### config.mk
export PLATFORM = sky130hd
export DESIGN_NAME = sync_fifo
export DESIGN_NICKNAME = d
export VERILOG_FILES = /design/src/sync_fifo.sv
export SDC_FILE = /design/constraint.sdc
export NUM_CORES = 1
export LEC_CHECK = 0
export ABC_AREA = 1
export BUFFER_PORTS_ARGS = -buffer_cell sky130_fd_sc_hd__buf_2
export CORE_AREA = 2 2 39 41
export CTS_BUF_LIST = sky130_fd_sc_hd__clkbuf_16
export DETAILED_ROUTE_END_ITERATION = 16
export DIE_AREA = 0 0 41 43
export HOLD_SLACK_MARGIN = 0.12
export SYNTH_ARGS = -nofsm -noshare
export SYNTH_HDL_FRONTEND = slang
export SYNTH_SLANG_ARGS = --single-unit
### constraint.sdc
create_clock -name clk -period 2.6 [get_ports clk]
set_clock_uncertainty 0.05 [all_clocks]
set_input_delay 0.26 -clock clk [delete_from_list [all_inputs] [get_ports clk]]
set_output_delay 0.26 -clock clk [all_outputs]
set_load 0.02 [all_outputs]
### src/sync_fifo.sv
module sync_fifo #(
    parameter type T     = logic,
    parameter int  DEPTH = 2
) (
    input  logic                       clk,
    input  logic                       rst_n_i,
    input  logic                       push_i,
    input  T                           push_data_i,
    input  logic                       pop_i,
    output logic                       valid_o,
    output T                           head_o,
    output logic [$clog2(DEPTH+1)-1:0] count_o
);

    T                           mem_q [DEPTH];  // storage, no reset
    logic [$clog2(DEPTH)-1:0]   wr_ptr_q;
    logic [$clog2(DEPTH)-1:0]   rd_ptr_q;
    logic [$clog2(DEPTH+1)-1:0] cnt_q;
    logic                       do_pop;

    assign do_pop  = pop_i && valid_o;  // pop on empty is ignored
    assign valid_o = (cnt_q != '0);
    assign head_o  = mem_q[rd_ptr_q];
    assign count_o = cnt_q;

    always_ff @(posedge clk or negedge rst_n_i) begin
        if (!rst_n_i) begin
            wr_ptr_q <= '0;
            rd_ptr_q <= '0;
            cnt_q    <= '0;
        end else begin
            if (push_i) begin
                // wrap explicitly, depth need not be a power of two
                wr_ptr_q <= (wr_ptr_q == DEPTH - 1) ? '0 : wr_ptr_q + 1'b1;
            end
            if (do_pop) begin
                rd_ptr_q <= (rd_ptr_q == DEPTH - 1) ? '0 : rd_ptr_q + 1'b1;
            end
            cnt_q <= cnt_q + push_i - do_pop;  // sender guarantees no overflow
        end
    end

    // write port, entry readable from the next cycle on
    always_ff @(posedge clk) begin
        if (push_i) begin
            mem_q[wr_ptr_q] <= push_data_i;
        end
    end

endmodule

==> impl_metrics.json <==
{
  "vdd_ir_drop_max_mv": 0.412,
  "worstMarginPinSlew_ns": 0.116,
  "rsz0062_at_grt": "false",
  "power_mw": 0.614,
  "cts_tree": "yes",
  "drc": 0,
  "cp-end-kind": "flip-flop",
  "cp.arrival_ns": 1.47,
  "ys_top_cells_by_count": "nand2_1, inv_1, dfrtp_1",
  "power_frac_comb_pct": 32.6,
  "p_switching_mw": 0.203,
  "syn_area_um2": 295,
  "ioPinCount": 9,
  "cp-start-kind": "flip-flop",
  "h-tree-depth": 1,
  "clockPowerShare_pct": 41.0,
  "synth_most_common_cell": "nand2_1",
  "ys_types": 9,
  "grtUsageTotal_pct": 7.20,
  "tns_ns": 0,
  "cts_root_buffer": "clkbuf_16",
  "syn_area_per_cell_um2": 8.68,
  "final_util_pct": 32.1,
  "antenna_cells": 0,
  "ys_seq_area_share_pct": 54.2,
  "viasPerCell": 3.56,
  "cts_made_buffers": 3,
  "async_reset_ff_share_pct": 66.7,
  "synth_ff_type": "dfrtp_1",
  "crit_top_cell": "inv_1",
  "ys_ff_latch": 6,
  "p_int_mw": 0.412,
  "dr_wl_met2_um": 197,
  "clk_path_buf_depth": 2,
  "area.growth.synth_to_final_pct": 50.4,
  "syn_nets": 41,
  "cts_sinks": 6,
  "grt_pass1_wl_um": 786,
  "seqPwrFrac_pct": 26.4,
  "yosysTopAreaCell": "dfrtp_1",
  "max_slew_margin_pct": 92.3,
  "synth_edf_count": 2,
  "drv_slew": 0,
  "min-delay-path-class": "input pin to flip-flop",
  "wl_met1_um": 215,
  "antenna_found_initial": 0,
  "required_ns": 2.66,
  "die_h_um": 43,
  "netlist_instances": 34,
  "drv_cap": 0,
  "post-cts-setup-buffers": 0,
  "rows": 14,
  "cp_max_fo": 3,
  "drt_iter0_drc": 2,
  "yosys.area.top_type_share_pct": 33.9,
  "wl_met3_um": 38,
  "nets": 55,
  "hold_viol": 0,
  "highest_layer": "met3",
  "drive_gt1_share_pct": 27.7,
  "crit_slowest_cell": "dfrtp_1",
  "crit_family": "adder cells",
  "p_leak_nw": 0.253,
  "wl_per_cell_um": 7.16,
  "status": "completed",
  "grt_max_degree": 5,
  "vias": 224,
  "critPathKind": "flip-flop to flip-flop",
  "critPathBufInv": 4,
  "place_congestion": 0.586,
  "globalRouteOverflowTotal": 0,
  "start_util_pct": 21.3,
  "firstDrtPassIters": 2,
  "fp.coreArea_um2": 1380,
  "ant_nets": 0,
  "setup_viol": 0,
  "path_cells": "inv_1 > nand2_2 > nand2_2 > inv_1 > ha_1 > inv_1 > ha_1 > inv_1 > nand2_1 > nand2_1",
  "period_needed_ns": 1.41,
  "grt_pass1_vias": 210,
  "synth_warnings": 0,
  "die_area_um2": 1760,
  "insertion_delay_ns": 0.22,
  "post-route-period-util_pct": 54.1,
  "synth_top_cells_by_area": "dfrtp_1, edfxtp_1, nand2_1",
  "die_w_um": 41,
  "cts_resized": 0,
  "power_density_nw_per_um2": 1380,
  "io_buffers": 8,
  "switching_share_pct": 33.0,
  "routed_wl_um": 451,
  "fmax_mhz": 710,
  "critPathMaxStageDelay_ns": 0.38,
  "path_clk_slew_ns": 0.04
}
[power by group through the flow]
stage               Sequential [mW]  Clock, mW  Combinational (mW)
floorplan                     0.180          0               0.128
global placement              0.163          0               0.199
detailed placement            0.165          0               0.203
CTS                           0.163      0.257               0.205
global route                  0.168      0.261               0.236
finish                        0.162      0.252               0.200
[layout make-up]
cell class,count,area (um^2)
fill,138,940
sequential,6,160
multi-input combinational,19,101
clock buffer,3,75.1
timing repair buffer,9,50.0
inverter,9,33.8
tap,16,20.0
clock inverter,1,3.75
[path summary, 6_finish.rpt]
| check | start | to | slack, ns | depth (start not counted) |
|---|---|---|---|---|
| min in group asynchronous | rst_n_i | rd_ptr_q | 0.32 | 2 |
| hold / removal | push_data_i | mem_q[0] | 0.17 | 1 |
| hold reg to reg | wr_ptr_q | wr_ptr_q | 0.44 | 1 |
| setup reg to reg | count_o[1] | count_o[1] | 1.19 | 10 |
| setup / recovery | count_o[1] | count_o[1] | 1.19 | 10 |
| max in group asynchronous | rst_n_i | count_o[1] | 2.07 | 2 |
[registers in the layout (all words and copies together), names as in the netlist]
signal    count
count_o       2
wr_ptr_q      1
mem_q         2
rd_ptr_q      1
[worst register-to-register path, cell delays in order, from the launching register on]
cell	delay, ns
dfrtp_1	0.38
inv_1	0.08
nand2_2	0.07
nand2_2	0.06
inv_1	0.04
ha_1	0.26
inv_1	0.06
ha_1	0.15
inv_1	0.04
nand2_1	0.05
nand2_1	0.04
[cells by family after synthesis]
group	synth area share, %
DFF	54.2
buffers and inverters	11.4
adders and majority gates	8.47
and+or+nand+nor	22.9
xor gates and xnor gates	2.97
[placed cells by master (no fill, tap or decap)]
cell,Yosys,layout
clkbuf_16,0,3
ha_1,2,2
nand3_1,2,2
buf_2,0,8
nor2_1,1,1
xor2_1,1,1
dfrtp_1,4,4
dlygate4sd3_1,0,1
nand2_2,2,2
inv_1,9,10
edfxtp_1,2,2
nand2_1,11,11
[routing by layer]
metal,global-route usage [%],up-vias
li1,-,125
met1,8.64,91
met2,8.44,8
met3,4.71,0
met4,6.00,0
met5,0,-
[metrics by stage]
| stage | cells | hold slack, ns | cell area, um^2 | setup slack, ns |
|---|---|---|---|---|
| 6_report | 63 | 0.174 | 444 | 1.19 |
| 5_1_grt | 63 | 0.172 | 444 | 1.07 |
| 4_1_cts | 63 | 0.169 | 444 | 1.18 |
| 3_5_place_dp | 58 | 0.0187 | 355 | 1.18 |
| 3_3_place_gp | 58 | 0.0219 | 355 | 1.20 |
| 2_1_floorplan | 34 | -0.0856 | 295 | 1.07 |
[repair_timing]
action	in CTS	in global routing
endpoints found under the hold margin	4	0
setup endpoints to repair	0	0
hold buffers	1	0
Note: power is estimated with default switching activity, not from simulation.
