### src/core_pkg.sv
package core_pkg;

    localparam int XLEN       = 32;  // datapath width
    localparam int PREG_W     = 6;   // physical tag width
    localparam int PREG_NUM   = 64;
    localparam int CDB_COUNT  = 2;   // bus lanes
    localparam int FU_COUNT   = 3;   // 0,1 alu / 2 mul
    localparam int DISP_DEPTH = 4;   // also the sender's initial credits
    localparam int IQ_DEPTH   = 4;
    localparam int RES_DEPTH  = 2;   // per unit result fifo
    localparam int MUL_STAGES = 3;

    // derived widths
    localparam int IQ_IDX_W  = $clog2(IQ_DEPTH);
    localparam int IQ_CNT_W  = $clog2(IQ_DEPTH + 1);
    localparam int RES_CNT_W = $clog2(RES_DEPTH + 1);
    localparam int FU_IDX_W  = $clog2(FU_COUNT);

    typedef enum logic [3:0] {
        ADD,
        SUB,
        AND,
        OR,
        XOR,
        SLL,  // shamt = src2[4:0]
        SRL,
        SLT,  // signed compare
        MUL   // low word only
    } op_e;

    // micro-op as seen on the dispatch port
    typedef struct packed {
        op_e               op;
        logic [PREG_W-1:0] dest;
        logic [PREG_W-1:0] src1;
        logic [PREG_W-1:0] src2;
        logic              use_imm;  // src2 replaced by imm
        logic [XLEN-1:0]   imm;
    } disp_uop_t;

    typedef struct packed {
        logic              ready;
        logic [PREG_W-1:0] tag;
        logic [XLEN-1:0]   value;
    } operand_t;

    // steered op, one per issue queue slot
    typedef struct packed {
        op_e               op;
        logic [PREG_W-1:0] dest;
        operand_t          src1;
        operand_t          src2;
    } iq_uop_t;

    typedef struct packed {
        op_e               op;
        logic [PREG_W-1:0] dest;
        logic [XLEN-1:0]   src1_val;
        logic [XLEN-1:0]   src2_val;
    } exe_req_t;

    typedef struct packed {
        logic              valid;
        logic [PREG_W-1:0] tag;
        logic [XLEN-1:0]   data;
    } cdb_info_t;

endpackage
### src/alu_unit.sv
module alu_unit (
    input  logic                clk,
    input  logic                rst_n_i,
    input  logic                issue_i,
    input  core_pkg::exe_req_t  req_i,
    output core_pkg::cdb_info_t res_o  // valid doubles as fifo push
);

    import core_pkg::*;

    logic [XLEN-1:0]   a, b, result;
    logic              valid_q;
    logic [PREG_W-1:0] tag_q;
    logic [XLEN-1:0]   data_q;

    assign a = req_i.src1_val;
    assign b = req_i.src2_val;

    always_comb begin
        case (req_i.op)
            ADD:     result = a + b;
            SUB:     result = a - b;
            AND:     result = a & b;
            OR:      result = a | b;
            XOR:     result = a ^ b;
            SLL:     result = a << b[4:0];
            SRL:     result = a >> b[4:0];  // logical
            SLT:     result = {{(XLEN-1){1'b0}}, $signed(a) < $signed(b)};
            default: result = '0;           // mul never steered here
        endcase
    end

    always_ff @(posedge clk or negedge rst_n_i) begin
        if (!rst_n_i) begin
            valid_q <= 1'b0;
        end else begin
            valid_q <= issue_i;
        end
    end

    always_ff @(posedge clk) begin
        if (issue_i) begin
            tag_q  <= req_i.dest;
            data_q <= result;
        end
    end

    assign res_o = cdb_info_t'{valid: valid_q, tag: tag_q, data: data_q};

endmodule

### config.mk
export PLATFORM = sky130hd
export DESIGN_NAME = alu_unit
export DESIGN_NICKNAME = d
export VERILOG_FILES = /design/src/core_pkg.sv /design/src/alu_unit.sv
export SDC_FILE = /design/constraint.sdc
export NUM_CORES = 1
export LEC_CHECK = 0
export BUFFER_PORTS_ARGS = -buffer_cell sky130_fd_sc_hd__clkbuf_2
export CELL_PAD_IN_SITES_DETAIL_PLACEMENT = 1
export CELL_PAD_IN_SITES_GLOBAL_PLACEMENT = 1
export CORE_ASPECT_RATIO = 1.1
export CORE_UTILIZATION = 39
export DETAILED_ROUTE_END_ITERATION = 6
export GPL_TIMING_DRIVEN = 0
export PLACE_DENSITY = 0.81
export REMOVE_ABC_BUFFERS = 1
export SLEW_MARGIN = 5
export SYNTH_ARGS = -nofsm -noshare
export SYNTH_HDL_FRONTEND = slang
export SYNTH_SLANG_ARGS = --single-unit
### constraint.sdc
create_clock -name clk -period 0.8 [get_ports clk]
set_input_delay 0.24 -clock clk [delete_from_list [all_inputs] [get_ports clk]]
set_output_delay 0.24 -clock clk [all_outputs]
set_load 0.02 [all_outputs]
==> impl_metrics.ini, run 1 <==
[placed_design]
hpwlAfterDp_um = 31000
dp.cells = 1580
place_area_mm2 = 0.00986
port-buffer-count = 115
gp_congestion = 0.980
place_ws_ns = -5.92

[worst_setup_path]
cp-endpoint = data_q[27]
critPathArrivalTime_ns = 3.04
path_class = input pin to register
worstPathRequired_ns = 0.82
path_cells = clkbuf_16 > inv_6 > ha_4 > o21ba_4 > or4_4 > a2111oi_4 > nor4_4 > o31ai_2 > buf_4 > o41ai_4 > o311a_1 > xnor2_2 > o221ai_2
max_stage_delay_ns = 0.60
end_kind = register
crit_path_max_fanout = 3
crit_start = req_i[33]
worst_path_max_delay_cell = or4_4
cpLargestDelayFamily = compound AO/OA/AOI/OAI gates
cp.depth = 13
startpoint_type = input pin
critical_path_buf_inv_count = 3

[cells_and_area]
mostFrequentLayoutCells = nor2_1, o21ai_0, nand2_1, inv_1, a21oi_1
post_route_cells_drive_above_1_share_pct = 27.9
final_common_cell = nor2_1
area_growth_pct = 31.8
final_cell_area_mm2 = 0.0121
fin_cells = 1663
diodes = 0
fin_nets = 1544

[logic_synthesis]
async_flop_share_pct = 2.56
synthTopCellsByArea = ha_1, edfxtp_1, mux2i_1, o21ai_0, a21oi_1
ys_seq_area_share_pct = 12.7
ys_types = 73
synth_top_area_share_pct = 14.1
synth_cells = 1249
synth_top_area_cell = ha_1
synth_edf_count = 38
syn_area_per_cell_um2 = 7.33
synth_ff_type = edfxtp_1
yosys_warnings = 0
syn-cell-area_mm2 = 0.00915
yosys_register_bits = 39

[timing]
slew_headroom_pct = 19.2
min_period_ns = 3.02
hold_violations = 0
setup_slack_ns = -2.22
rsz0062_at_grt = yes
final-setup-viol-count = 71
fin_crit_sh_pct = 378
slew_viol_final = 0
tightest_slew_ns = 1.20
clock.fmax_ghz = 0.331

[power]
power.density_mw_per_mm2 = 1090
p_leak_nw = 5.06
finalPower_mw = 13.2
peakVddDrop_mv = 0.692

[clocking]
clk_pin_slew_worst_paths_ns = 0.07
cts_root_buf = clkbuf_16
cts_buffers = 5
cts_tree = yes
clock-sinks = 39
htreeDepth = 2
clockBufferDepth = 2

[global_route]
grt_pass1_vias = 11400
grt_overflow = 0
antenna_found_initial = 1
grt_usage_pct = 37.9
grt_pass1_wl_um = 68700
grt_max_degree = 63

[routing]
drc = 0
post_drt_wl_per_cell_um = 28.0
first_iter_violations = 1108
vias = 11300
drt_wl_total_um = 46500
routed_via_density = 6.78
postRouteAntennaNets = 0
drtPass1Iterations = 6

[flow_run]
maxCapViolations = 0

[floorplan]
die_w_um = 148
num_rows = 58
dieHeight_um = 163
dieArea_mm2 = 0.0241
pin_count = 116
initial_core_util_pct = 39.9
core_mm2 = 0.0229

[hold_path]
hold_class = input pin to register

[status]
status = finished, violations left
violations = negative setup slack
## logic make-up (layout without fill, tap and decap cells)
logic type	after synthesis	count (layout)	share of synthesized area, %
compound gates	459	459	32.5
xor+xnor	25	25	2.39
fa+ha+maj	105	105	14.5
buf+inv	187	301	7.82
flops	39	39	12.7
mux	94	94	12.7
simple gates	340	340	17.3
## synthesized netlist by cell type, drive strengths merged, types with 14 or more instances
master	number
a211oi	20
a21o	24
a21oi	106
a221oi	19
a22oi	20
a31oi	14
buf	25
clkbuf	68
edfxtp	38
ha	103
inv	92
mux2i	73
mux4	17
nand2	96
nand2b	28
nor2	114
nor3	20
o211ai	28
o21ai	122
o22ai	15
or3	14
xnor2	17
## registers in the layout (all words and copies together) (netlist names)
signal / count
data_q: 32
tag_q: 6
valid_q: 1
## worst min-delay path by stage
stage / startpoint / cells after the start / endpoint / slack (ns)
6_report: req_i[69] / 1 / tag_q[5] / 0.11
2_1_floorplan: rst_n_i / 0 / valid_q / -0.06
4_1_cts: req_i[69] / 1 / tag_q[5] / 0.11
3_3_place_gp: rst_n_i / 1 / valid_q / 0.02
3_5_place_dp: rst_n_i / 1 / valid_q / 0.02
5_1_grt: req_i[67] / 1 / tag_q[3] / 0.11
## power by group
part	internal, mW	switching [mW]	total (mW)
sequential	2.50	0.0747	2.57
clock	1.15	1.07	2.21
combinational	3.21	5.19	8.40
total	6.85	6.34	13.2
## what timing repair did
| item | 4_1_cts | 5_1_grt |
|---|---|---|
| endpoints found under the setup margin | 110 | 71 |
| buffers inserted | 46 | 19 |
| gates resized for setup | 185 | 163 |
| hold endpoints to repair | 1 | 0 |
| pin swaps | 38 | 60 |
| gates cloned | 12 | 0 |
| hold buffers | 1 | 0 |
## per-layer routing
layer | part of all wire (%) | track usage (%) | wire [um] | vias up
li1 | - | - | - | 4841
met4 | 5.8 | 21.4 | 2710 | 4
met2 | 46 | 60.4 | 21300 | 754
met3 | 10 | 7.51 | 4760 | 206
met5 | 0.075 | 1.25 | 35 | -
met1 | 38 | 47.5 | 17700 | 5474
## metrics by stage
step           util [%]  hold WS, ns  setup TNS, ns
3_5_place_dp       43.0       0.0172        -182.26
4_1_cts            49.9        0.106         -69.05
5_1_grt            52.6        0.114         -74.54
2_1_floorplan         -      -0.0556         -91.42
6_report           52.6        0.112         -71.57
3_3_place_gp       42.5       0.0156        -240.91
## cell type report
type | instances | area (um2)
Sequential cell | 39 | 1170
Timing Repair inverter | 6 | 92.6
Clock buffer | 6 | 129
Clock inverter | 2 | 7.51
Multi-Input combinational cell | 1023 | 8230
Inverter | 94 | 440
Fill cell | 2800 | 10900
Timing Repair Buffer | 193 | 1620
Tap cell | 300 | 375
(Power assumes the default switching activity.)
==> run 2, diff against run 1 <==
--- a/config.mk
+++ b/config.mk
@@ -13,6 +13,7 @@
 export DETAILED_ROUTE_END_ITERATION = 6
 export GPL_TIMING_DRIVEN = 0
 export PLACE_DENSITY = 0.81
+export RECOVER_POWER = 50
 export REMOVE_ABC_BUFFERS = 1
 export SLEW_MARGIN = 5
 export SYNTH_ARGS = -nofsm -noshare
==> impl_metrics.ini, run 2 (synthesis results as in run 1) <==
[status]
status = finished, violations left
violations = negative setup slack

[global_route]
grt_usage_pct = 37.9
antenna_found_initial = 1
grt_pass1_vias = 11400
grt_overflow = 0
grt_max_degree = 63
grt_pass1_wl_um = 68700

[routing]
routed_via_density = 6.78
post_drt_wl_per_cell_um = 28.0
vias = 11300
first_iter_violations = 1023
drtPass1Iterations = 7
drc = 0
postRouteAntennaNets = 0
drt_wl_total_um = 46500

[floorplan]
dieHeight_um = 163
core_mm2 = 0.0229
dieArea_mm2 = 0.0241
num_rows = 58
pin_count = 116
die_w_um = 148
initial_core_util_pct = 39.9

[flow_run]
maxCapViolations = 0

[worst_setup_path]
critical_path_buf_inv_count = 3
critPathArrivalTime_ns = 3.04
crit_path_max_fanout = 3
path_cells = clkbuf_16 > inv_6 > ha_4 > o21ba_4 > or4_4 > a2111oi_4 > nor4_4 > o31ai_2 > buf_4 > o41ai_4 > o311a_1 > xnor2_2 > o221ai_2
path_class = input pin to register
end_kind = register
worstPathRequired_ns = 0.82
worst_path_max_delay_cell = or4_4
max_stage_delay_ns = 0.60
cpLargestDelayFamily = compound AO/OA/AOI/OAI gates
startpoint_type = input pin

[timing]
clock.fmax_ghz = 0.332
min_period_ns = 3.02
whs_ns = 0.113
rsz0062_at_grt = yes
hold_violations = 0
final-setup-viol-count = 109
setup_slack_ns = -2.22
tns_ns = -74.26
tightest_slew_ns = 1.24
fin_crit_sh_pct = 377
slew_headroom_pct = 16.6
slew_viol_final = 0

[hold_path]
hold_class = input pin to register

[power]
peakVddDrop_mv = 0.696
power.density_mw_per_mm2 = 1090
p_leak_nw = 5.05
finalPower_mw = 13.2

[placed_design]
gp_congestion = 0.980
port-buffer-count = 115
place_area_mm2 = 0.00986
hpwlAfterDp_um = 31000

[cells_and_area]
final_util_pct = 52.6
area_growth_pct = 31.7
regMostFlops = data_q
fin_nets = 1544
post_route_cells_drive_above_1_share_pct = 27.8
largest_reg_flops = 32
largestRegisters = data_q (32), tag_q (6), valid_q (1)
diodes = 0
final_cell_area_mm2 = 0.0121
mostFrequentLayoutCells = nor2_1, o21ai_0, nand2_1, inv_1, a21oi_1
final_common_cell = nor2_1

[clocking]
cts_root_buf = clkbuf_16
htreeDepth = 2
cts_buffers = 5
clk_pin_slew_worst_paths_ns = 0.07
clock-sinks = 39
cts_tree = yes
clockBufferDepth = 2
run 2: cell counts in the layout (fill, tap and decap cells not counted):
No cell type changed its count.
run 2: layer usage:
| metal | track usage, % | part of all wire (%) |
|---|---|---|
| met5 | 1.25 | 0.075 |
| met4 | 21.4 | 6.0 |
| met3 | 7.51 | 10 |
| met2 | 60.4 | 46 |
| met1 | 47.5 | 38 |
run 2: what timing repair did:
item	4_1_cts	5_1_grt
setup endpoints to repair	110	71
hold buffers	1	0
pin swaps	38	60
endpoints found under the hold margin	1	0
buffers inserted	46	19
cloned	12	0
gates resized for setup	185	163
run 2: where the power goes:
| group | internal (mW) | switching, mW |
|---|---|---|
| Sequential | 2.50 | 0.0746 |
| Clock | 1.15 | 1.08 |
| Combinational | 3.20 | 5.19 |
run 2: worst paths after layout:
kind | endpoint | start | cells after the start
min in group asynchronous | valid_q | rst_n_i | 2
worst min-delay path | tag_q[5] | req_i[69] | 1
max in group asynchronous | valid_q | rst_n_i | 2
worst max-delay path | data_q[27] | req_i[33] | 13
run 2: area by class of cell:
cell class,instances,area [um2]
repair buffers,193,1610
well taps,300,375
multi-input cells,1023,8230
repair inverters,6,92.6
flip-flops and latches,39,1170
fillers,2802,10900
clock buffers,6,129
inverters,94,440
clock inverters,2,7.51
run 2: stage by stage:
step           cells  setup slack, ns
2_1_floorplan   1156            -3.46
3_3_place_gp    1571            -7.43
3_5_place_dp    1580            -5.92
4_1_cts         1646            -2.23
5_1_grt         1663            -2.27
6_report        1663            -2.22
