File: src/core_pkg.sv
package core_pkg;

    localparam int XLEN       = 32;  // datapath width
    localparam int PREG_W     = 6;   // physical tag width
    localparam int PREG_NUM   = 64;
    localparam int CDB_COUNT  = 2;   // bus lanes
    localparam int FU_COUNT   = 3;   // 0,1 alu / 2 mul
    localparam int DISP_DEPTH = 4;   // also the sender's initial credits
    localparam int IQ_DEPTH   = 4;
    localparam int RES_DEPTH  = 2;   // per unit result fifo
    localparam int MUL_STAGES = 3;

    // derived widths
    localparam int IQ_IDX_W  = $clog2(IQ_DEPTH);
    localparam int IQ_CNT_W  = $clog2(IQ_DEPTH + 1);
    localparam int RES_CNT_W = $clog2(RES_DEPTH + 1);
    localparam int FU_IDX_W  = $clog2(FU_COUNT);

    typedef enum logic [3:0] {
        ADD,
        SUB,
        AND,
        OR,
        XOR,
        SLL,  // shamt = src2[4:0]
        SRL,
        SLT,  // signed compare
        MUL   // low word only
    } op_e;

    // micro-op as seen on the dispatch port
    typedef struct packed {
        op_e               op;
        logic [PREG_W-1:0] dest;
        logic [PREG_W-1:0] src1;
        logic [PREG_W-1:0] src2;
        logic              use_imm;  // src2 replaced by imm
        logic [XLEN-1:0]   imm;
    } disp_uop_t;

    typedef struct packed {
        logic              ready;
        logic [PREG_W-1:0] tag;
        logic [XLEN-1:0]   value;
    } operand_t;

    // steered op, one per issue queue slot
    typedef struct packed {
        op_e               op;
        logic [PREG_W-1:0] dest;
        operand_t          src1;
        operand_t          src2;
    } iq_uop_t;

    typedef struct packed {
        op_e               op;
        logic [PREG_W-1:0] dest;
        logic [XLEN-1:0]   src1_val;
        logic [XLEN-1:0]   src2_val;
    } exe_req_t;

    typedef struct packed {
        logic              valid;
        logic [PREG_W-1:0] tag;
        logic [XLEN-1:0]   data;
    } cdb_info_t;

endpackage
File: src/cdb_arbiter.sv
module cdb_arbiter (
    input  logic                                          clk,
    input  logic                                          rst_n_i,
    input  logic [core_pkg::FU_COUNT-1:0]                 head_valid_i,
    input  core_pkg::cdb_info_t [core_pkg::FU_COUNT-1:0]  head_i,
    output logic [core_pkg::FU_COUNT-1:0]                 pop_o,
    output core_pkg::cdb_info_t [core_pkg::CDB_COUNT-1:0] cdb_o
);

    import core_pkg::*;

    logic [FU_IDX_W-1:0] ptr_q;  // search start, rotates
    logic                any_grant;
    int                  last;   // last granted source

    always_comb begin
        int idx;
        int n;
        pop_o     = '0;
        cdb_o     = '0;
        n         = 0;
        last      = int'(ptr_q);
        any_grant = 1'b0;
        for (int k = 0; k < FU_COUNT; k++) begin
            idx = (int'(ptr_q) + k) % FU_COUNT;
            if (head_valid_i[idx] && n < CDB_COUNT) begin
                pop_o[idx]     = 1'b1;
                cdb_o[n]       = head_i[idx];
                cdb_o[n].valid = 1'b1;
                last           = idx;
                any_grant      = 1'b1;
                n              = n + 1;  // first free lane
            end
        end
    end

    always_ff @(posedge clk or negedge rst_n_i) begin
        if (!rst_n_i) begin
            ptr_q <= '0;
        end else if (any_grant) begin
            ptr_q <= FU_IDX_W'((last + 1) % FU_COUNT);  // skip past winner
        end
    end

endmodule

File: config.mk
export PLATFORM = sky130hd
export DESIGN_NAME = cdb_arbiter
export DESIGN_NICKNAME = d
export VERILOG_FILES = /design/src/core_pkg.sv /design/src/cdb_arbiter.sv
export SDC_FILE = /design/constraint.sdc
export NUM_CORES = 1
export LEC_CHECK = 0
export BUFFER_PORTS_ARGS = -buffer_cell sky130_fd_sc_hd__buf_2
export CAP_MARGIN = 10
export CORE_MARGIN = 1
export CORE_UTILIZATION = 46
export DETAILED_ROUTE_END_ITERATION = 12
export PLACE_DENSITY = 0.8
export SLEW_MARGIN = 20
export SYNTH_ARGS = -nofsm -noshare
export SYNTH_HDL_FRONTEND = slang
export SYNTH_SLANG_ARGS = --single-unit
File: constraint.sdc
create_clock -name clk -period 6.9 [get_ports clk]
set_input_delay 1.38 -clock clk [delete_from_list [all_inputs] [get_ports clk]]
set_output_delay 1.38 -clock clk [all_outputs]
set_load 0.02 [all_outputs]
==> results of run 1 <==
final timing paths:
check	slack [ps]	endpoint	from	cells past startpoint
hold / removal	690	ptr_q[1]	ptr_q[1]	3
min in group asynchronous	940	ptr_q[1]	rst_n_i	1
setup / recovery	370	ptr_q[0]	head_valid_i[1]	30
setup reg to reg	610	ptr_q[0]	ptr_q[0]	26
max in group asynchronous	5860	ptr_q[0]	rst_n_i	1
hold reg to reg	690	ptr_q[1]	ptr_q[1]	3
timing repair:
action	CTS	global route
buffers inserted	0	1
gates resized for setup	0	8
hold buffers	0	0
setup endpoints to repair	0	2
layout make-up:
class,count,share of cell area
multi-input cells,637,0.738
inverters,18,0.0111
well taps,133,0.0275
clock buffers,3,0.00681
diodes,1,0.000413
flip-flops and latches,2,0.00826
repair buffers,234,0.208
kinds of logic after synthesis:
logic type | share of synthesized area
flip-flops | 0.0105
buffers and inverters | 0.0750
adder cells (fa/ha/maj) | 0.0470
multiplexers | 0.266
AO/OA/AOI/OAI | 0.416
AND/OR/NAND/NOR | 0.169
XOR/XNOR | 0.0162
metrics by stage:
step | hold WS, ps | utilization
after global placement | 673 | 0.603
after global routing | 734 | 0.612
final | 691 | 0.612
after detailed placement | 675 | 0.603
after floorplan | 577 | -
after CTS | 684 | 0.607
critical path: cells and delay by family:
kind	cells	cell delay, ps
muxes	1	310
xor gates and xnor gates	3	430
AOI/OAI and AO/OA	12	2070
and+or+nand+nor	6	1050
adders and majority gates	5	1090
buffers and inverters	3	290
per-layer routing:
metal	vias up	GRT usage
met3	36	0.0338
met2	328	0.547
met5	-	0
met1	3030	0.365
li1	3106	-
met4	0	0.0867
cells in the final DEF (no fill, tap or decap), types with 11 or more instances in the layout:
cell type    n
o22ai_1     77
a22oi_1     38
inv_1       16
mux2_2      40
nand2_1     19
a21oi_1    127
ha_1        11
buf_2      199
mux2i_1     78
nor2_1     126
buf_4       35
==> results.cfg, run 1 <==
[status]
status = complete, no violations

[layout]
register_area_um2 = 50.0
drive_gt1_frac = 0.353
nets = 1036
regMostFlops = ptr_q
largest_reg_flops = 2
fin_area_mm2 = 0.00606
final_cells = 1028
area_growth_pct = 26.6
fillCellCount = 964
top_regs = ptr_q x2
multiInputGateArea_mm2 = 0.00447

[grt]
grt_max_degree = 73
grt_pass1_wl_mm = 27.9
antenna_found_initial = 1
track_usage = 0.299
grt_overflow = 0
grt_pass1_vias = 6035

[cts]
cts.sinks = 2
clock_latency_ps = 210
h-tree-depth = 1
numCtsBuffers = 3
clk_pin_slew_worst_paths_ps = 30
cts-root-buf = clkbuf_8
tritoncts = built
clock_path_buffers = 2

[synthesis]
ys_top_cells_by_count = 128 x nor2_1, 127 x a21oi_1, 78 x mux2i_1
async_flop_share = 1.00
ys.flop_type = dfrtp_1
synth_cells = 727
synth_top_cell_by_area = mux2i_1
synth.top_cell.area_share = 0.163
syn_nets = 867
synth_edf_count = 0
yosysMostFrequentCell = nor2_1
synth_seq_cells = 2
syn_area_mm2 = 0.00479
yosysWarnings = 0
synthTopCellsByArea = mux2i_1 16%, a21oi_1 13%, o22ai_1 10%
synth_cell_types = 74
yosysSeqAreaShare = 0.0105
syn_area_per_cell_um2 = 6.58

[route]
dr.pass1.iters = 5
drt_iter0_markers = 581
wl_met2_mm = 8.38
routedWlPerCell_um = 16.8
dr.max_layer_used = met4
wl_met1_mm = 7.13
viasPerCell = 6.32
remaining_drc_errors = 0
wl_met3_mm = 1.39
vias = 6500
ant_nets = 0
wirelength_mm = 17.2

[die]
num_rows = 36
floorplan.initialDensity = 0.483
io_pins = 203
dieArea_mm2 = 0.0108
core_mm2 = 0.00991
die_h_um = 104
die-width_um = 104

[place]
place_ws_ps = 41.0
globalplace.congestion = 0.898
dp_hpwl_mm = 12.0
placement.io_buffers = 199
placed_cell_area_mm2 = 0.00597
dp_cells = 1023

[worst_setup_path]
crit_arrival_ps = 6610
cp_data_required_time_ps = 6980
start_kind = primary input
cpMaxStageDelayCell = a311o_1
cpPeakStageDelay_ps = 320
endpoint_kind = register
path_common_cell = xnor2_1
crit_fanout = 6
criticalPathCategory = primary input to register

[sta]
maxSlewViolCount = 0
layout_setup_ws_ps = 366
finalSetupViolCount = 0
skew_ps = 4.35
post-route-min-period_ps = 6530
fin_tns_setup_ps = 0
max_slew.worst_pin.slew_ps = 1010
hold_viol = 0
period_share = 0.947
max_freq_ghz = 0.153
max-slew-margin-rel = 0.325

[job]
maxCapViolations = 0

[hold_path]
hold_path.class = register to register
Power of run 1 is left out: the tool's default activity adds up to more than one toggle a clock period on the data nets, which glitch-free logic cannot reach.
==> run 2: changes to the inputs <==
--- a/config.mk
+++ b/config.mk
@@ -8,9 +8,10 @@
 export BUFFER_PORTS_ARGS = -buffer_cell sky130_fd_sc_hd__buf_2
 export CAP_MARGIN = 10
 export CORE_MARGIN = 1
-export CORE_UTILIZATION = 46
+export CORE_UTILIZATION = 50
 export DETAILED_ROUTE_END_ITERATION = 12
-export PLACE_DENSITY = 0.8
+export PLACE_DENSITY = 0.83
+export REMOVE_ABC_BUFFERS = 1
 export SLEW_MARGIN = 20
 export SYNTH_ARGS = -nofsm -noshare
 export SYNTH_HDL_FRONTEND = slang
==> constraint.sdc (replaced) <==
create_clock -name clk -period 7.6 [get_ports clk]
set_input_delay 1.52 -clock clk [delete_from_list [all_inputs] [get_ports clk]]
set_output_delay 1.52 -clock clk [all_outputs]
set_load 0.02 [all_outputs]
==> run 2 against run 1 <==
  * Die area is 7.9% lower
  * Count of clock-buffer cells in the layout stayed put
  * Worst setup slack better by 120 ps
  * Critical endpoint is now ptr_q[1]
  * Global-route usage is 2.7 points higher
  * Largest cell class unchanged
  * Register-to-register slack better by 40 ps
  * Worst hold slack better by 8.5 ps
  * Wire length stayed put
  * Final cell count is 1.8% lower
  * Utilization is 2.8 points higher
  * Cell area is 2.4% lower
==> results.cfg, run 2 (synthesized netlist as in run 1, its figures left out) <==
[sta]
layout_setup_ws_ps = 487
hold_viol = 0
maxSlewViolCount = 0
skew_ps = 1.17
post-route-min-period_ps = 7110
period_share = 0.936
max_slew.worst_pin.slew_ps = 1060
rsz0062_at_grt = no
max_freq_ghz = 0.141
finalSetupViolCount = 0
max-slew-margin-rel = 0.294

[cts]
clock_latency_ps = 210
clock_path_buffers = 2
h-tree-depth = 1
cts.sinks = 2
cts_setup_buffers = 0
tritoncts = built
cts-root-buf = clkbuf_8
cts_resized = 0
cts_hold_buf = 0
clk_pin_slew_worst_paths_ps = 30
numCtsBuffers = 3

[route]
vias = 6387
wirelength_mm = 17.2
dr.pass1.iters = 6
drt_iter0_markers = 448
remaining_drc_errors = 0
viasPerCell = 6.33
ant_nets = 0
routedWlPerCell_um = 17.1

[worst_setup_path]
cp_data_required_time_ps = 7700
start_kind = primary input
cpMaxStageDelayCell = a311o_1
crit_fanout = 6
endpoint_kind = register
cpPeakStageDelay_ps = 350
path_delay_family = compound AO/OA/AOI/OAI gates
cp_num_buf_inv = 6
crit_arrival_ps = 7210
path_common_cell = ha_1
criticalPathCategory = primary input to register

[layout]
drive_gt1_frac = 0.336
final_common_cell = buf_2
nets = 1021
regMostFlops = ptr_q
area_growth_pct = 23.5
final_cell_mix = 199 x buf_2, 127 x a21oi_1, 126 x nor2_1
largest_reg_flops = 2
top_regs = ptr_q x2

[job]
maxCapViolations = 0

[place]
globalplace.congestion = 0.950
placement.io_buffers = 199
dp_hpwl_mm = 11.9
place_ws_ps = 150

[grt]
grt_pass1_wl_mm = 27.4
grtUsageMet3 = 0.0599
busiest_layer = met2
grt_overflow = 0
grt_pass1_vias = 5922
track_usage = 0.326
use_met2 = 0.580
use_met1 = 0.390
antenna_found_initial = 1
grt_max_degree = 76

[die]
die_h_um = 99.8
die-width_um = 99.8
core_mm2 = 0.00924
io_pins = 203
num_rows = 35
floorplan.initialDensity = 0.518
dieArea_mm2 = 0.00997

[hold_path]
hold_path.class = register to register

[status]
status = complete, no violations
-- run 2: cell types whose count changed in the layout (fill, tap and decap cells not counted), moves of 2 or more --
cell,delta
buf_4,-15
ha_1,+4
ha_2,-3
nor2_2,-2
nor2_4,+2
-- run 2: path summary, 6_finish.rpt --
path	startpoint	end	slack [ps]	cells after the start
max reg2reg	ptr_q[0]	ptr_q[1]	650	28
min in group asynchronous	rst_n_i	ptr_q[0]	1090	1
min reg2reg	ptr_q[0]	ptr_q[0]	700	2
min	ptr_q[0]	ptr_q[0]	700	2
max in group asynchronous	rst_n_i	ptr_q[1]	6410	1
max	head_valid_i[1]	ptr_q[1]	490	32
-- run 2: layer usage --
metal,share of wire,vias to the layer above
li1,-,3076
met1,0.41,2964
met2,0.48,304
met5,0,-
met4,0.026,0
met3,0.080,43
-- run 2: final cells by class --
| cell class | instances | area, µm² |
|---|---|---|
| Antenna cell | 1 | 2.50 |
| Multi-Input combinational cell | 637 | 4440 |
| Tap cell | 129 | 161 |
| Timing Repair Buffer | 219 | 1150 |
| Fill cell | 893 | 3330 |
| Clock buffer | 3 | 41.3 |
| Inverter | 18 | 67.6 |
| Sequential cell | 2 | 50.0 |
-- run 2: stage by stage --
| stage | TNS, ps | cells | util | instance area (µm²) | hold WS [ps] |
|---|---|---|---|---|---|
| 3_3_place_gp | 0 | 1005 | 0.634 | 5860 | 685 |
| 5_1_grt | 0 | 1009 | 0.640 | 5910 | 734 |
| 2_1_floorplan | -147500 | 657 | - | 4500 | 577 |
| 6_report | 0 | 1009 | 0.640 | 5910 | 699 |
| 4_1_cts | 0 | 1008 | 0.638 | 5900 | 704 |
| 3_5_place_dp | 0 | 1005 | 0.634 | 5860 | 700 |
-- run 2: worst register-to-register path: cells and delay by family (launching register included) --
family | cells | cell delay, ps
AOI/OAI and AO/OA | 12 | 2650
xor gates and xnor gates | 2 | 290
DFF | 1 | 500
and+or+nand+nor | 6 | 920
adders and majority gates | 5 | 1500
buffers and inverters | 3 | 1000
Power of run 2 is left out for the same reason.
==> run 3: changes to the inputs <==
==> constraint.sdc (replaced) <==
create_clock -name clk -period 9 [get_ports clk]
set_input_delay 1.8 -clock clk [delete_from_list [all_inputs] [get_ports clk]]
set_output_delay 1.8 -clock clk [all_outputs]
set_load 0.02 [all_outputs]
==> run 3 against run 2 <==
  * Worst hold slack worse by 15 ps
  * First-iteration DRC count up 24%
  * Clock skew down 0.99 ps
  * Worst setup slack better by 530 ps
  * Critical path type unchanged
  * Highest routed layer unchanged
==> results.cfg, run 3 (synthesized netlist as in run 1, its figures left out) <==
[grt]
antenna_found_initial = 1
grt_max_degree = 63
grt_pass1_vias = 5755
grt_pass1_wl_mm = 27.1
track_usage = 0.321
grt_overflow = 0

[layout]
drive_gt1_frac = 0.326
final_common_cell = buf_2
area_growth_pct = 21.7
fin_area_mm2 = 0.00583
regMostFlops = ptr_q
top_regs = ptr_q x2
largest_reg_flops = 2
nets = 1011
final_cell_mix = 199 x buf_2, 127 x a21oi_1, 126 x nor2_1
final_core_util = 0.631

[cts]
clk_pin_slew_worst_paths_ps = 30
cts.sinks = 2
tritoncts = built
clock_latency_ps = 210
clock_path_buffers = 2
numCtsBuffers = 3
cts_hold_buf = 0
cts-root-buf = clkbuf_8
cts_resized = 0
h-tree-depth = 1
cts_setup_buffers = 0

[status]
status = complete, no violations

[place]
placed_cell_area_mm2 = 0.00578
placement.io_buffers = 199
globalplace.congestion = 0.960
dp_hpwl_mm = 11.5

[worst_setup_path]
cpMaxStageDelayCell = o31a_1
path_common_cell = ha_1
cp_data_required_time_ps = 9080
crit_fanout = 11
start_kind = primary input
cpPeakStageDelay_ps = 340
criticalPathCategory = primary input to register
endpoint_kind = register
crit_arrival_ps = 8060

[route]
viasPerCell = 6.36
ant_nets = 0
wirelength_mm = 17.0
dr.pass1.iters = 5
routedWlPerCell_um = 17.0
remaining_drc_errors = 0
vias = 6357
drt_iter0_markers = 556

[hold_path]
hold_path.class = register to register

[sta]
skew_ps = 0.181
hold_viol = 0
max_freq_ghz = 0.125
holdWs_ps = 685
fin_tns_setup_ps = 0
max_slew.worst_pin.slew_ps = 1050
period_share = 0.887
post-route-min-period_ps = 7980
maxSlewViolCount = 0
max-slew-margin-rel = 0.298
rsz0062_at_grt = no
finalSetupViolCount = 0

[die]
floorplan.initialDensity = 0.518
die_h_um = 99.8
core_mm2 = 0.00924
die-width_um = 99.8
io_pins = 203
dieArea_mm2 = 0.00997
num_rows = 35

[job]
maxCapViolations = 0
## run 3: cell types whose count changed in the layout (fill, tap and decap cells not counted), sizes merged
cell | before | now
buf | 219 | 209
## run 3: path summary, 6_finish.rpt
path / slack (ps) / cells after the start / from / end
max in group asynchronous: 7530 / 1 / rst_n_i / ptr_q[0]
worst min register to register: 680 / 2 / ptr_q[0] / ptr_q[0]
worst max register to register: 1310 / 32 / ptr_q[1] / ptr_q[0]
worst max-delay path: 1020 / 31 / head_valid_i[1] / ptr_q[0]
min in group asynchronous: 1370 / 1 / rst_n_i / ptr_q[1]
worst min-delay path: 680 / 2 / ptr_q[0] / ptr_q[0]
## run 3: layout make-up
class	count	area [µm²]
diodes	1	2.50
clock buffers	3	41.3
fillers	899	3410
inverters	18	67.6
multi-input cells	637	4430
flip-flops and latches	2	50.0
well taps	129	161
repair buffers	209	1070
## run 3: worst max-delay path, delay by kind of cell
family	cells	cell delay (ps)
AO/OA/AOI/OAI	11	2340
AND/OR/NAND/NOR	8	1500
adder cells (fa/ha/maj)	5	1350
XOR/XNOR	3	480
buffers and inverters	4	570
## run 3: per-layer routing
metal | vias up | GRT usage | wire [µm] | share of wire
met5 | - | 0 | 0 | 0
met2 | 354 | 0.572 | 8180 | 0.48
met3 | 44 | 0.0487 | 1630 | 0.096
li1 | 3055 | - | - | -
met1 | 2904 | 0.394 | 6770 | 0.40
met4 | 0 | 0.105 | 448 | 0.026
## run 3: metrics by stage
stage | std cells | setup slack, ps
2_1_floorplan | 657 | -1360
3_3_place_gp | 995 | 989
3_5_place_dp | 995 | 874
4_1_cts | 998 | 1070
5_1_grt | 999 | 498
6_report | 999 | 1020
Power of run 3 is left out for the same reason.
