### config.mk
export PLATFORM = sky130hd
export DESIGN_NAME = mul_unit
export DESIGN_NICKNAME = d
export VERILOG_FILES = /design/src/core_pkg.sv /design/src/mul_unit.sv
export SDC_FILE = /design/constraint.sdc
export NUM_CORES = 1
export LEC_CHECK = 0
export ABC_AREA = 0
export BUFFER_PORTS_ARGS = -buffer_cell sky130_fd_sc_hd__buf_2
export CORE_MARGIN = 2
export CORE_UTILIZATION = 40
export CTS_BUF_LIST = sky130_fd_sc_hd__clkbuf_16
export DETAILED_ROUTE_END_ITERATION = 8
export HOLD_SLACK_MARGIN = 0.02
export PLACE_DENSITY = 0.66
export SYNTH_ARGS = -nofsm -noshare
export SYNTH_HDL_FRONTEND = slang
export SYNTH_SLANG_ARGS = --single-unit
### constraint.sdc
create_clock -name clk -period 3.5 [get_ports clk]
set_input_delay 0.7 -clock clk [delete_from_list [all_inputs] [get_ports clk]]
set_output_delay 0.7 -clock clk [all_outputs]
set_load 0.005 [all_outputs]
### src/core_pkg.sv
package core_pkg;

    localparam int XLEN       = 32;  // datapath width
    localparam int PREG_W     = 6;   // physical tag width
    localparam int PREG_NUM   = 64;
    localparam int CDB_COUNT  = 2;   // bus lanes
    localparam int FU_COUNT   = 3;   // 0,1 alu / 2 mul
    localparam int DISP_DEPTH = 4;   // also the sender's initial credits
    localparam int IQ_DEPTH   = 4;
    localparam int RES_DEPTH  = 2;   // per unit result fifo
    localparam int MUL_STAGES = 3;

    // derived widths
    localparam int IQ_IDX_W  = $clog2(IQ_DEPTH);
    localparam int IQ_CNT_W  = $clog2(IQ_DEPTH + 1);
    localparam int RES_CNT_W = $clog2(RES_DEPTH + 1);
    localparam int FU_IDX_W  = $clog2(FU_COUNT);

    typedef enum logic [3:0] {
        ADD,
        SUB,
        AND,
        OR,
        XOR,
        SLL,  // shamt = src2[4:0]
        SRL,
        SLT,  // signed compare
        MUL   // low word only
    } op_e;

    // micro-op as seen on the dispatch port
    typedef struct packed {
        op_e               op;
        logic [PREG_W-1:0] dest;
        logic [PREG_W-1:0] src1;
        logic [PREG_W-1:0] src2;
        logic              use_imm;  // src2 replaced by imm
        logic [XLEN-1:0]   imm;
    } disp_uop_t;

    typedef struct packed {
        logic              ready;
        logic [PREG_W-1:0] tag;
        logic [XLEN-1:0]   value;
    } operand_t;

    // steered op, one per issue queue slot
    typedef struct packed {
        op_e               op;
        logic [PREG_W-1:0] dest;
        operand_t          src1;
        operand_t          src2;
    } iq_uop_t;

    typedef struct packed {
        op_e               op;
        logic [PREG_W-1:0] dest;
        logic [XLEN-1:0]   src1_val;
        logic [XLEN-1:0]   src2_val;
    } exe_req_t;

    typedef struct packed {
        logic              valid;
        logic [PREG_W-1:0] tag;
        logic [XLEN-1:0]   data;
    } cdb_info_t;

endpackage
### src/mul_unit.sv
module mul_unit (
    input  logic                clk,
    input  logic                rst_n_i,
    input  logic                issue_i,
    input  core_pkg::exe_req_t  req_i,
    output core_pkg::cdb_info_t res_o
);

    import core_pkg::*;

    logic [31:0]           pp_ll_q, pp_lh_q, pp_hl_q, pp_hh_q;  // stage 1
    logic [63:0]           sum_q;                               // stage 2
    logic [XLEN-1:0]       prod_q;                              // stage 3, low word
    logic [MUL_STAGES-1:0] vld_q;                               // valid travels alongside
    logic [PREG_W-1:0]     tag_q [MUL_STAGES];

    always_ff @(posedge clk or negedge rst_n_i) begin
        if (!rst_n_i) begin
            vld_q <= '0;
        end else begin
            vld_q <= {vld_q[MUL_STAGES-2:0], issue_i};
        end
    end

    always_ff @(posedge clk) begin
        pp_ll_q <= req_i.src1_val[15:0]  * req_i.src2_val[15:0];
        pp_lh_q <= req_i.src1_val[15:0]  * req_i.src2_val[31:16];
        pp_hl_q <= req_i.src1_val[31:16] * req_i.src2_val[15:0];
        pp_hh_q <= req_i.src1_val[31:16] * req_i.src2_val[31:16];
        sum_q   <= {pp_hh_q, 32'b0} + ({32'b0, pp_lh_q} << 16)
                 + ({32'b0, pp_hl_q} << 16) + {32'b0, pp_ll_q};
        prod_q  <= sum_q[XLEN-1:0];  // high word dropped
        tag_q[0] <= req_i.dest;
        for (int s = 1; s < MUL_STAGES; s++) begin
            tag_q[s] <= tag_q[s-1];
        end
    end

    assign res_o = cdb_info_t'{valid: vld_q[MUL_STAGES-1], tag: tag_q[MUL_STAGES-1],
                               data: prod_q};

endmodule

==> results.cfg, run 1 <==
[timing]
slew_viol_final = 0
hold_viol_final = 0
min_period_ns = 5.87
whs_ns = 0.0682
slew_headroom = 0.577
fin_worst_skew_ns = 0.0125
min_period_over_period = 1.68
setup_viol_count_final = 48
fmax_mhz = 170
rsz0062_at_grt = yes
worst_slew_pin_slew_ns = 0.630
setup_slack_ns = -2.37

[grt]
grt_overflow = 0
grt_pass1_wl_um = 88000
grt_pass1_vias = 17100
antenna_found_initial = 0
grt_max_degree = 18
grt_usage = 0.211

[layout]
multi_input_area_um2 = 16800
finalNetCount = 3224
seq_area_um2 = 3000
drive_gt1_frac = 0.292
n_fill_cell = 4379
synthToLayoutAreaGrowth_pct = 31.5

[clocking]
cts_buffers = 17
tritoncts = built
ctsHtreeMaxLevel = 4
cts_root_buffer = clkbuf_16
cts.reportedPaths.clkPinSlew_ns = 0.06
cts_max_path_buffers = 2
insertion_delay_ns = 0.42
clock-sinks = 149

[die]
dieArea_um2 = 52700
chipHeight_um = 230
die_w_um = 230
num_rows = 82
initial_core_util = 0.406
io-pin-count = 116
core_um2 = 50200

[logic_synthesis]
synth_cells = 2197
synth_seq_area_share = 0.147
ys_types = 56
synthesis.nets = 2860
synthFlopType = dfxtp_1
synth_warnings = 0
async_reset_ff_frac = 0.0201
netlist_area_um2 = 20400
syn_avg_cell_area_um2 = 9.27
synth_seq_cells = 149
synth-edff-count = 0

[critical_path]
reg2reg_depth = 11
path_common_cell = fa_1
max_stage_delay_ns = 0.56
cp.arrival_ns = 6.24
startpoint_type = input port
path_max_fanout = 3
cp.required_ns = 3.87
end_kind = register
criticalPathCategory = in -> reg
cpMaxStageDelayCell = fa_1
path_cells = buf_8 > buf_6 > and2_4 > fa_1 > inv_1 > fa_2 > fa_1 > fa_1 > inv_2 > fa_1 > fa_1 > ha_4 > and3_4 > a211o_1 > o211a_1 > or4b_4 > a211o_1 > nor4b_2 > a211o_1
rrSetupSlack_ns = 0.41

[placement]
preCtsSetupSlack_ns = -2.98
place_congestion = 0.904
port_buffers = 111
hpwl_um = 44600

[job]
max-cap-violations = 0

[min_path]
holdCritPathClass = in -> async

[drt]
wire_per_inst_um = 16.8
drtAntennaViolNets = 0
vias_per_cell = 4.85
firstDrtPassIters = 5
routed_wl_um = 54400
dr.first_iter.drc_count = 869
num_vias = 15700
drc = 0

[outcome]
status = complete, but fails checks
violations = negative setup slack
## worst max-delay path: cells and delay by family
kind / cells / cell delay, ns
AOI/OAI and AO/OA: 4 / 0.95
buffers and inverters: 4 / 0.31
adders and majority gates: 7 / 3.20
and+or+nand+nor: 4 / 1.07
## what timing repair did
item	4_1_cts	5_1_grt
endpoints found under the setup margin	49	50
hold endpoints to repair	0	0
pin swaps	110	94
hold buffers	0	0
setup buffers	33	22
cloned	1	1
resized for setup	246	174
## per-stage QoR
stage | cells | TNS (ns) | cell area [um2] | utilization
floorplan | 2197 | -69.96 | 21400 | -
global placement | 3171 | -98.21 | 24100 | 0.481
detailed placement | 3171 | -99.87 | 24100 | 0.481
CTS | 3229 | -68.39 | 25900 | 0.516
global route | 3245 | -75.20 | 26800 | 0.533
finish | 3246 | -69.86 | 26800 | 0.534
## final timing paths
path / start / to
setup / recovery: req_i[6] / pp_ll_q[30]$_DFF_P_
hold / removal: rst_n_i / vld_q[2]$_DFF_PN0_
setup reg to reg: pp_ll_q[17]$_DFF_P_ / sum_q[31]$_DFF_P_
hold reg to reg: sum_q[8]$_DFF_P_ / prod_q[8]$_DFF_P_
max in group asynchronous: rst_n_i / vld_q[1]$_DFF_PN0_
min in group clk: sum_q[8]$_DFF_P_ / prod_q[8]$_DFF_P_
## kinds of logic (layout without fill, tap and decap cells)
family	Yosys count	in the layout	synth area share
compound gates	135	135	0.0448
simple gates	649	649	0.155
fa+ha+maj	586	586	0.497
mux	2	2	0.000983
flops	149	149	0.147
buf+inv	559	935	0.105
xor+xnor	117	117	0.0503
other cells	0	1	0
## synthesized netlist by cell type (6+ instances only)
cell	n	area share
buf_4	7	0.0026
nand2_1	325	0.060
a21o_1	16	0.0059
a211oi_1	6	0.0022
fa_1	370	0.36
inv_1	465	0.086
o21ai_0	21	0.0052
nor3_1	12	0.0030
dfxtp_1	146	0.14
xnor2_1	96	0.041
ha_1	216	0.13
a21oi_1	34	0.0084
xor2_1	21	0.0090
nor2_1	36	0.0066
o21a_1	12	0.0044
clkbuf_1	86	0.016
or3_1	10	0.0031
nand3_1	10	0.0025
and2_1	224	0.069
o21bai_1	6	0.0022
## cell type report
type / count / share of cell area
Inverter: 465 / 0.0652
Antenna cell: 1 / 0.0000935
Sequential cell: 149 / 0.112
Clock buffer: 18 / 0.0168
Clock inverter: 13 / 0.00486
Timing Repair Buffer: 439 / 0.144
Multi-Input combinational cell: 1489 / 0.626
Tap cell: 672 / 0.0314
## state kept, by name (all words and copies together) (netlist names)
register and count:
sum_q 32, vld_q 3, pp_ll_q 32, pp_lh_q 16, tag_q 18, pp_hl_q 16, prod_q 32
## cell usage in the layout (no fill, tap or decap), types with 14 or more instances in the layout
cell type / Yosys / final
inv_1: 465 / 416
buf_12: 0 / 26
nor2_1: 36 / 25
buf_2: 0 / 85
and2_1: 224 / 193
buf_8: 0 / 14
xnor2_1: 96 / 74
clkbuf_16: 0 / 19
buf_6: 1 / 78
and2_4: 0 / 32
ha_4: 0 / 47
a21oi_1: 34 / 15
xor2_1: 21 / 18
inv_2: 0 / 51
a21o_1: 16 / 16
nand2_2: 0 / 20
nand2_1: 325 / 300
buf_4: 7 / 234
xnor2_2: 0 / 18
fa_1: 370 / 358
dfxtp_1: 146 / 146
ha_1: 216 / 160
## per-layer routing
layer,track usage,wire length [um],up-vias
met1,0.269,22900,7865
met5,0,0,-
met4,0.0946,2470,0
met2,0.356,26100,499
met3,0.0310,2960,106
li1,-,-,7277
Power of run 1 is not shown: default switching activity piles up to over one toggle a cycle in this logic, so the estimate is an artifact.
==> run 2, diff against run 1 <==
GPL_TIMING_DRIVEN = 0   (was default)
==> run 2 against run 1 <==
Effect of this change:
- the run still ends with negative setup slack left
- largest cell class unchanged
- clock-buffer cell count is 1 lower
- via count shrank 4.0%
- critical path type unchanged
- register-to-register slack lost 0.04 ns
- first-iteration DRC count up 12%
- die area did not move
- fmax is 5.3% lower
- worst hold slack worse by 0.0094 ns
- critical path depth rose by 3
- final cell count decreased by 5.8%
==> results.cfg, run 2 (synthesized netlist as in run 1, its figures left out) <==
[outcome]
status = complete, but fails checks
violations = negative setup slack

[clocking]
cts_max_path_buffers = 2
tritoncts = built
hold_buffers = 0
cts_root_buffer = clkbuf_16
cts.reportedPaths.clkPinSlew_ns = 0.06
cts_buffers = 17
insertion_delay_ns = 0.43
ctsHtreeMaxLevel = 4
clock-sinks = 149

[grt]
antenna_found_initial = 1
grt_pass1_wl_um = 92200
grt_usage = 0.230
grt_pass1_vias = 16200
grt_max_degree = 17
grt_overflow = 0

[timing]
fmax_mhz = 161
setup_slack_ns = -2.70
min_period_over_period = 1.77
slew_viol_final = 0
min_period_ns = 6.20
rsz0062_at_grt = yes
worst_slew_pin_slew_ns = 0.724
tns_ns = -70.95
slew_headroom = 0.513
setup_viol_count_final = 46
hold_viol_final = 0
whs_ns = 0.0588
fin_worst_skew_ns = 0.0104

[min_path]
holdCritPathClass = in -> async

[drt]
vias_per_cell = 4.94
num_vias = 15100
dr.first_iter.drc_count = 975
drtAntennaViolNets = 0
firstDrtPassIters = 5
drc = 0
routed_wl_um = 59000
wire_per_inst_um = 19.3

[critical_path]
cp.required_ns = 3.87
cp.arrival_ns = 6.57
end_kind = register
criticalPathCategory = in -> reg
startpoint_type = input port
path_max_fanout = 9

[layout]
top_regs = pp_ll_q: 32 flops, prod_q: 32 flops, sum_q: 32 flops
n_fill_cell = 4560
mostFrequentLayoutCells = 434 x inv_1, 355 x fa_1, 307 x nand2_1
mostFrequentLayoutCell = inv_1
synthToLayoutAreaGrowth_pct = 23.4
drive_gt1_frac = 0.209
finalNetCount = 3034

[die]
initial_core_util = 0.406
chipHeight_um = 230
die_w_um = 230
num_rows = 82
dieArea_um2 = 52700
core_um2 = 50200
io-pin-count = 116

[placement]
hpwl_um = 46600
port_buffers = 103
place_congestion = 0.971

[job]
max-cap-violations = 0
[run 2: worst paths after layout]
kind	from	end	slack [ns]	cells past startpoint
max in group asynchronous	rst_n_i	vld_q[0]$_DFF_PN0_	3.33	1
worst max register to register	pp_hl_q[1]$_DFF_P_	sum_q[31]$_DFF_P_	0.37	11
worst min-delay path	rst_n_i	vld_q[1]$_DFF_PN0_	0.06	1
worst max-delay path	req_i[44]	pp_ll_q[30]$_DFF_P_	-2.70	22
min in group clk	sum_q[15]$_DFF_P_	prod_q[15]$_DFF_P_	0.32	0
worst min register to register	sum_q[15]$_DFF_P_	prod_q[15]$_DFF_P_	0.32	0
[run 2: repair_timing]
action / 4_1_cts / 5_1_grt
buffers inserted: 42 / 16
endpoints found under the hold margin: 0 / 0
gates cloned: 0 / 1
endpoints found under the setup margin: 49 / 48
pin swaps: 98 / 89
gates resized for setup: 207 / 150
[run 2: area by class of cell]
class                   instances  area [um2]  share of cell area
clock buffers                  17         425              0.0169
diodes                          1        2.50           0.0000996
well taps                     672         841              0.0335
repair buffers                159        1230              0.0492
inverters                     465        1750              0.0695
clock inverters                15         128             0.00508
multi-input cells            1489       16400               0.653
flip-flops and latches        149        3000               0.119
plain buffers                  90        1340              0.0532
[run 2: critical path, cell delays in order]
cell	delay (ns)
buf_4	0.13
clkbuf_16	0.15
buf_4	0.17
and2_1	0.19
fa_1	0.54
inv_1	0.06
fa_2	0.52
inv_1	0.05
fa_1	0.53
fa_2	0.46
fa_1	0.49
inv_1	0.05
fa_2	0.56
inv_2	0.05
ha_4	0.24
and4_4	0.17
nand4_1	0.14
nor3_2	0.08
or4b_4	0.56
a211o_1	0.35
nor4b_2	0.22
a211o_1	0.14
[run 2: through the flow]
| stage | util | std cells | area, um2 | setup slack (ns) |
|---|---|---|---|---|
| floorplan | - | 2197 | 21400 | -2.77 |
| global placement | 0.454 | 2972 | 22800 | -3.52 |
| detailed placement | 0.454 | 2972 | 22800 | -3.65 |
| CTS | 0.490 | 3043 | 24600 | -2.67 |
| global route | 0.501 | 3057 | 25100 | -2.85 |
| finish | 0.501 | 3057 | 25100 | -2.70 |
[run 2: per-layer routing]
metal | up-vias | share of wire | GRT usage
met1 | 7584 | 0.42 | 0.298
met2 | 508 | 0.47 | 0.383
met3 | 122 | 0.059 | 0.0311
li1 | 6898 | - | -
met5 | - | 0 | 0
met4 | 0 | 0.048 | 0.102
Power of run 2 is left out for the same reason.
==> run 3, diff against run 2 <==
CORE_MARGIN = default   (was 2)
CTS_CLUSTER_SIZE = 16   (was default)
==> run 3 against run 2 <==
Effect of this change:
- via count rose by 2.1%
- the run still ends with negative setup slack left
- critical path depth decreased by 1
- wire length increased by 2.0%
- non-clock buffer count up 34
- worst setup slack improved by 0.041 ns
==> results.cfg, run 3 (synthesized netlist as in run 1, its figures left out) <==
[grt]
grt_max_degree = 17
antenna_found_initial = 1
grt_usage = 0.238
grt_pass1_vias = 16000
grt_overflow = 0
grt_pass1_wl_um = 91200

[placement]
port_buffers = 103
hpwl_um = 46200
dpl.cell_count = 2972
place_congestion = 0.941

[die]
chipHeight_um = 228
initial_core_util = 0.406
io-pin-count = 116
num_rows = 82
core_um2 = 50200
die_w_um = 228
dieArea_um2 = 51800

[layout]
top_regs = pp_ll_q: 32 flops, prod_q: 32 flops, sum_q: 32 flops
fin_cells = 3091
finalNetCount = 3068
n_fill_cell = 4416
synthToLayoutAreaGrowth_pct = 26.8
mostFrequentLayoutCell = inv_1
drive_gt1_frac = 0.236
mostFrequentLayoutCells = 426 x inv_1, 356 x fa_1, 298 x nand2_1

[clocking]
clock-sinks = 149
insertion_delay_ns = 0.42
cts_root_buffer = clkbuf_16
cts.reportedPaths.clkPinSlew_ns = 0.06
hold_buffers = 0
cts_max_path_buffers = 2
cts_buffers = 17
tritoncts = built
ctsHtreeMaxLevel = 4

[timing]
setup_slack_ns = -2.66
worst_slew_pin_slew_ns = 0.660
fin_worst_skew_ns = 0.00920
slew_headroom = 0.560
slew_viol_final = 0
setup_viol_count_final = 46
rsz0062_at_grt = yes
min_period_ns = 6.16
fmax_mhz = 162
hold_viol_final = 0
min_period_over_period = 1.76

[drt]
drtAntennaViolNets = 0
num_vias = 15400
drc = 0
firstDrtPassIters = 5
wire_per_inst_um = 19.5
dr.first_iter.drc_count = 864
vias_per_cell = 4.99
routed_wl_um = 60100

[critical_path]
cp.required_ns = 3.87
end_kind = register
cp.arrival_ns = 6.53
startpoint_type = input port
criticalPathCategory = in -> reg
path_max_fanout = 10

[outcome]
status = complete, but fails checks
violations = negative setup slack

[job]
max-cap-violations = 0

[min_path]
holdCritPathClass = in -> async
[run 3: cell count changes in the layout (fill, tap and decap cells not counted), sizes merged]
| cell | before | now |
|---|---|---|
| buf | 180 | 217 |
| clkbuf | 86 | 83 |
| bufinv | 1 | 2 |
| clkinv | 6 | 5 |
| clkinvlp | 1 | 0 |
| inv | 472 | 473 |
[run 3: critical path, stage by stage]
cell	delay (ns)
clkbuf_16	0.15
clkbuf_8	0.18
and2_1	0.16
fa_1	0.53
inv_1	0.05
fa_1	0.46
fa_1	0.52
inv_1	0.06
fa_1	0.49
fa_1	0.49
inv_1	0.05
fa_1	0.57
inv_2	0.07
ha_4	0.25
a21o_1	0.20
a31oi_1	0.17
o21ai_1	0.11
or4b_4	0.54
a211o_1	0.37
nor4b_2	0.27
a211o_1	0.14
[run 3: metal layers]
metal  wire [um]  GRT usage  up-vias
li1            -          -     6959
met1       24600      0.308     7760
met2       28600      0.394      576
met3        4020     0.0327      130
met4        2960      0.109        0
met5           0          0        -
[run 3: through the flow]
| step | setup TNS, ns | setup slack, ns | instance area [um2] | hold WS [ns] | util |
|---|---|---|---|---|---|
| after floorplan | -69.96 | -2.77 | 21400 | 0.310 | - |
| final | -70.90 | -2.66 | 25800 | 0.0593 | 0.515 |
| after CTS | -68.69 | -2.54 | 24800 | 0.0329 | 0.495 |
| after global routing | -75.63 | -2.78 | 25800 | 0.0358 | 0.515 |
| after detailed placement | -111.63 | -3.61 | 22800 | 0.312 | 0.454 |
| after global placement | -110.51 | -3.60 | 22800 | 0.310 | 0.454 |
[run 3: path summary, 6_finish.rpt]
kind	from	endpoint	slack, ns	cells past startpoint
max	req_i[4]	pp_ll_q[30]$_DFF_P_	-2.66	21
min	rst_n_i	vld_q[1]$_DFF_PN0_	0.06	1
max reg2reg	pp_hl_q[1]$_DFF_P_	sum_q[31]$_DFF_P_	0.48	11
min reg2reg	sum_q[11]$_DFF_P_	prod_q[11]$_DFF_P_	0.32	0
max in group asynchronous	rst_n_i	vld_q[2]$_DFF_PN0_	3.34	1
min in group clk	sum_q[11]$_DFF_P_	prod_q[11]$_DFF_P_	0.32	0
[run 3: cell type report]
type	count	area, um2	area share
Multi-Input combinational cell	1489	16600	0.644
Sequential cell	149	3000	0.116
Inverter	465	1750	0.0676
Timing Repair Buffer	193	1600	0.0621
Buffer	90	1420	0.0549
Tap cell	672	841	0.0326
Clock buffer	17	425	0.0165
Clock inverter	15	168	0.00649
Antenna cell	1	2.50	0.0000969
[run 3: timing repair]
action	CTS	global route
gates cloned	1	1
resized for setup	241	204
pin swaps	88	99
endpoints found under the setup margin	50	49
buffers inserted	55	34
Power of run 3 is left out for the same reason.
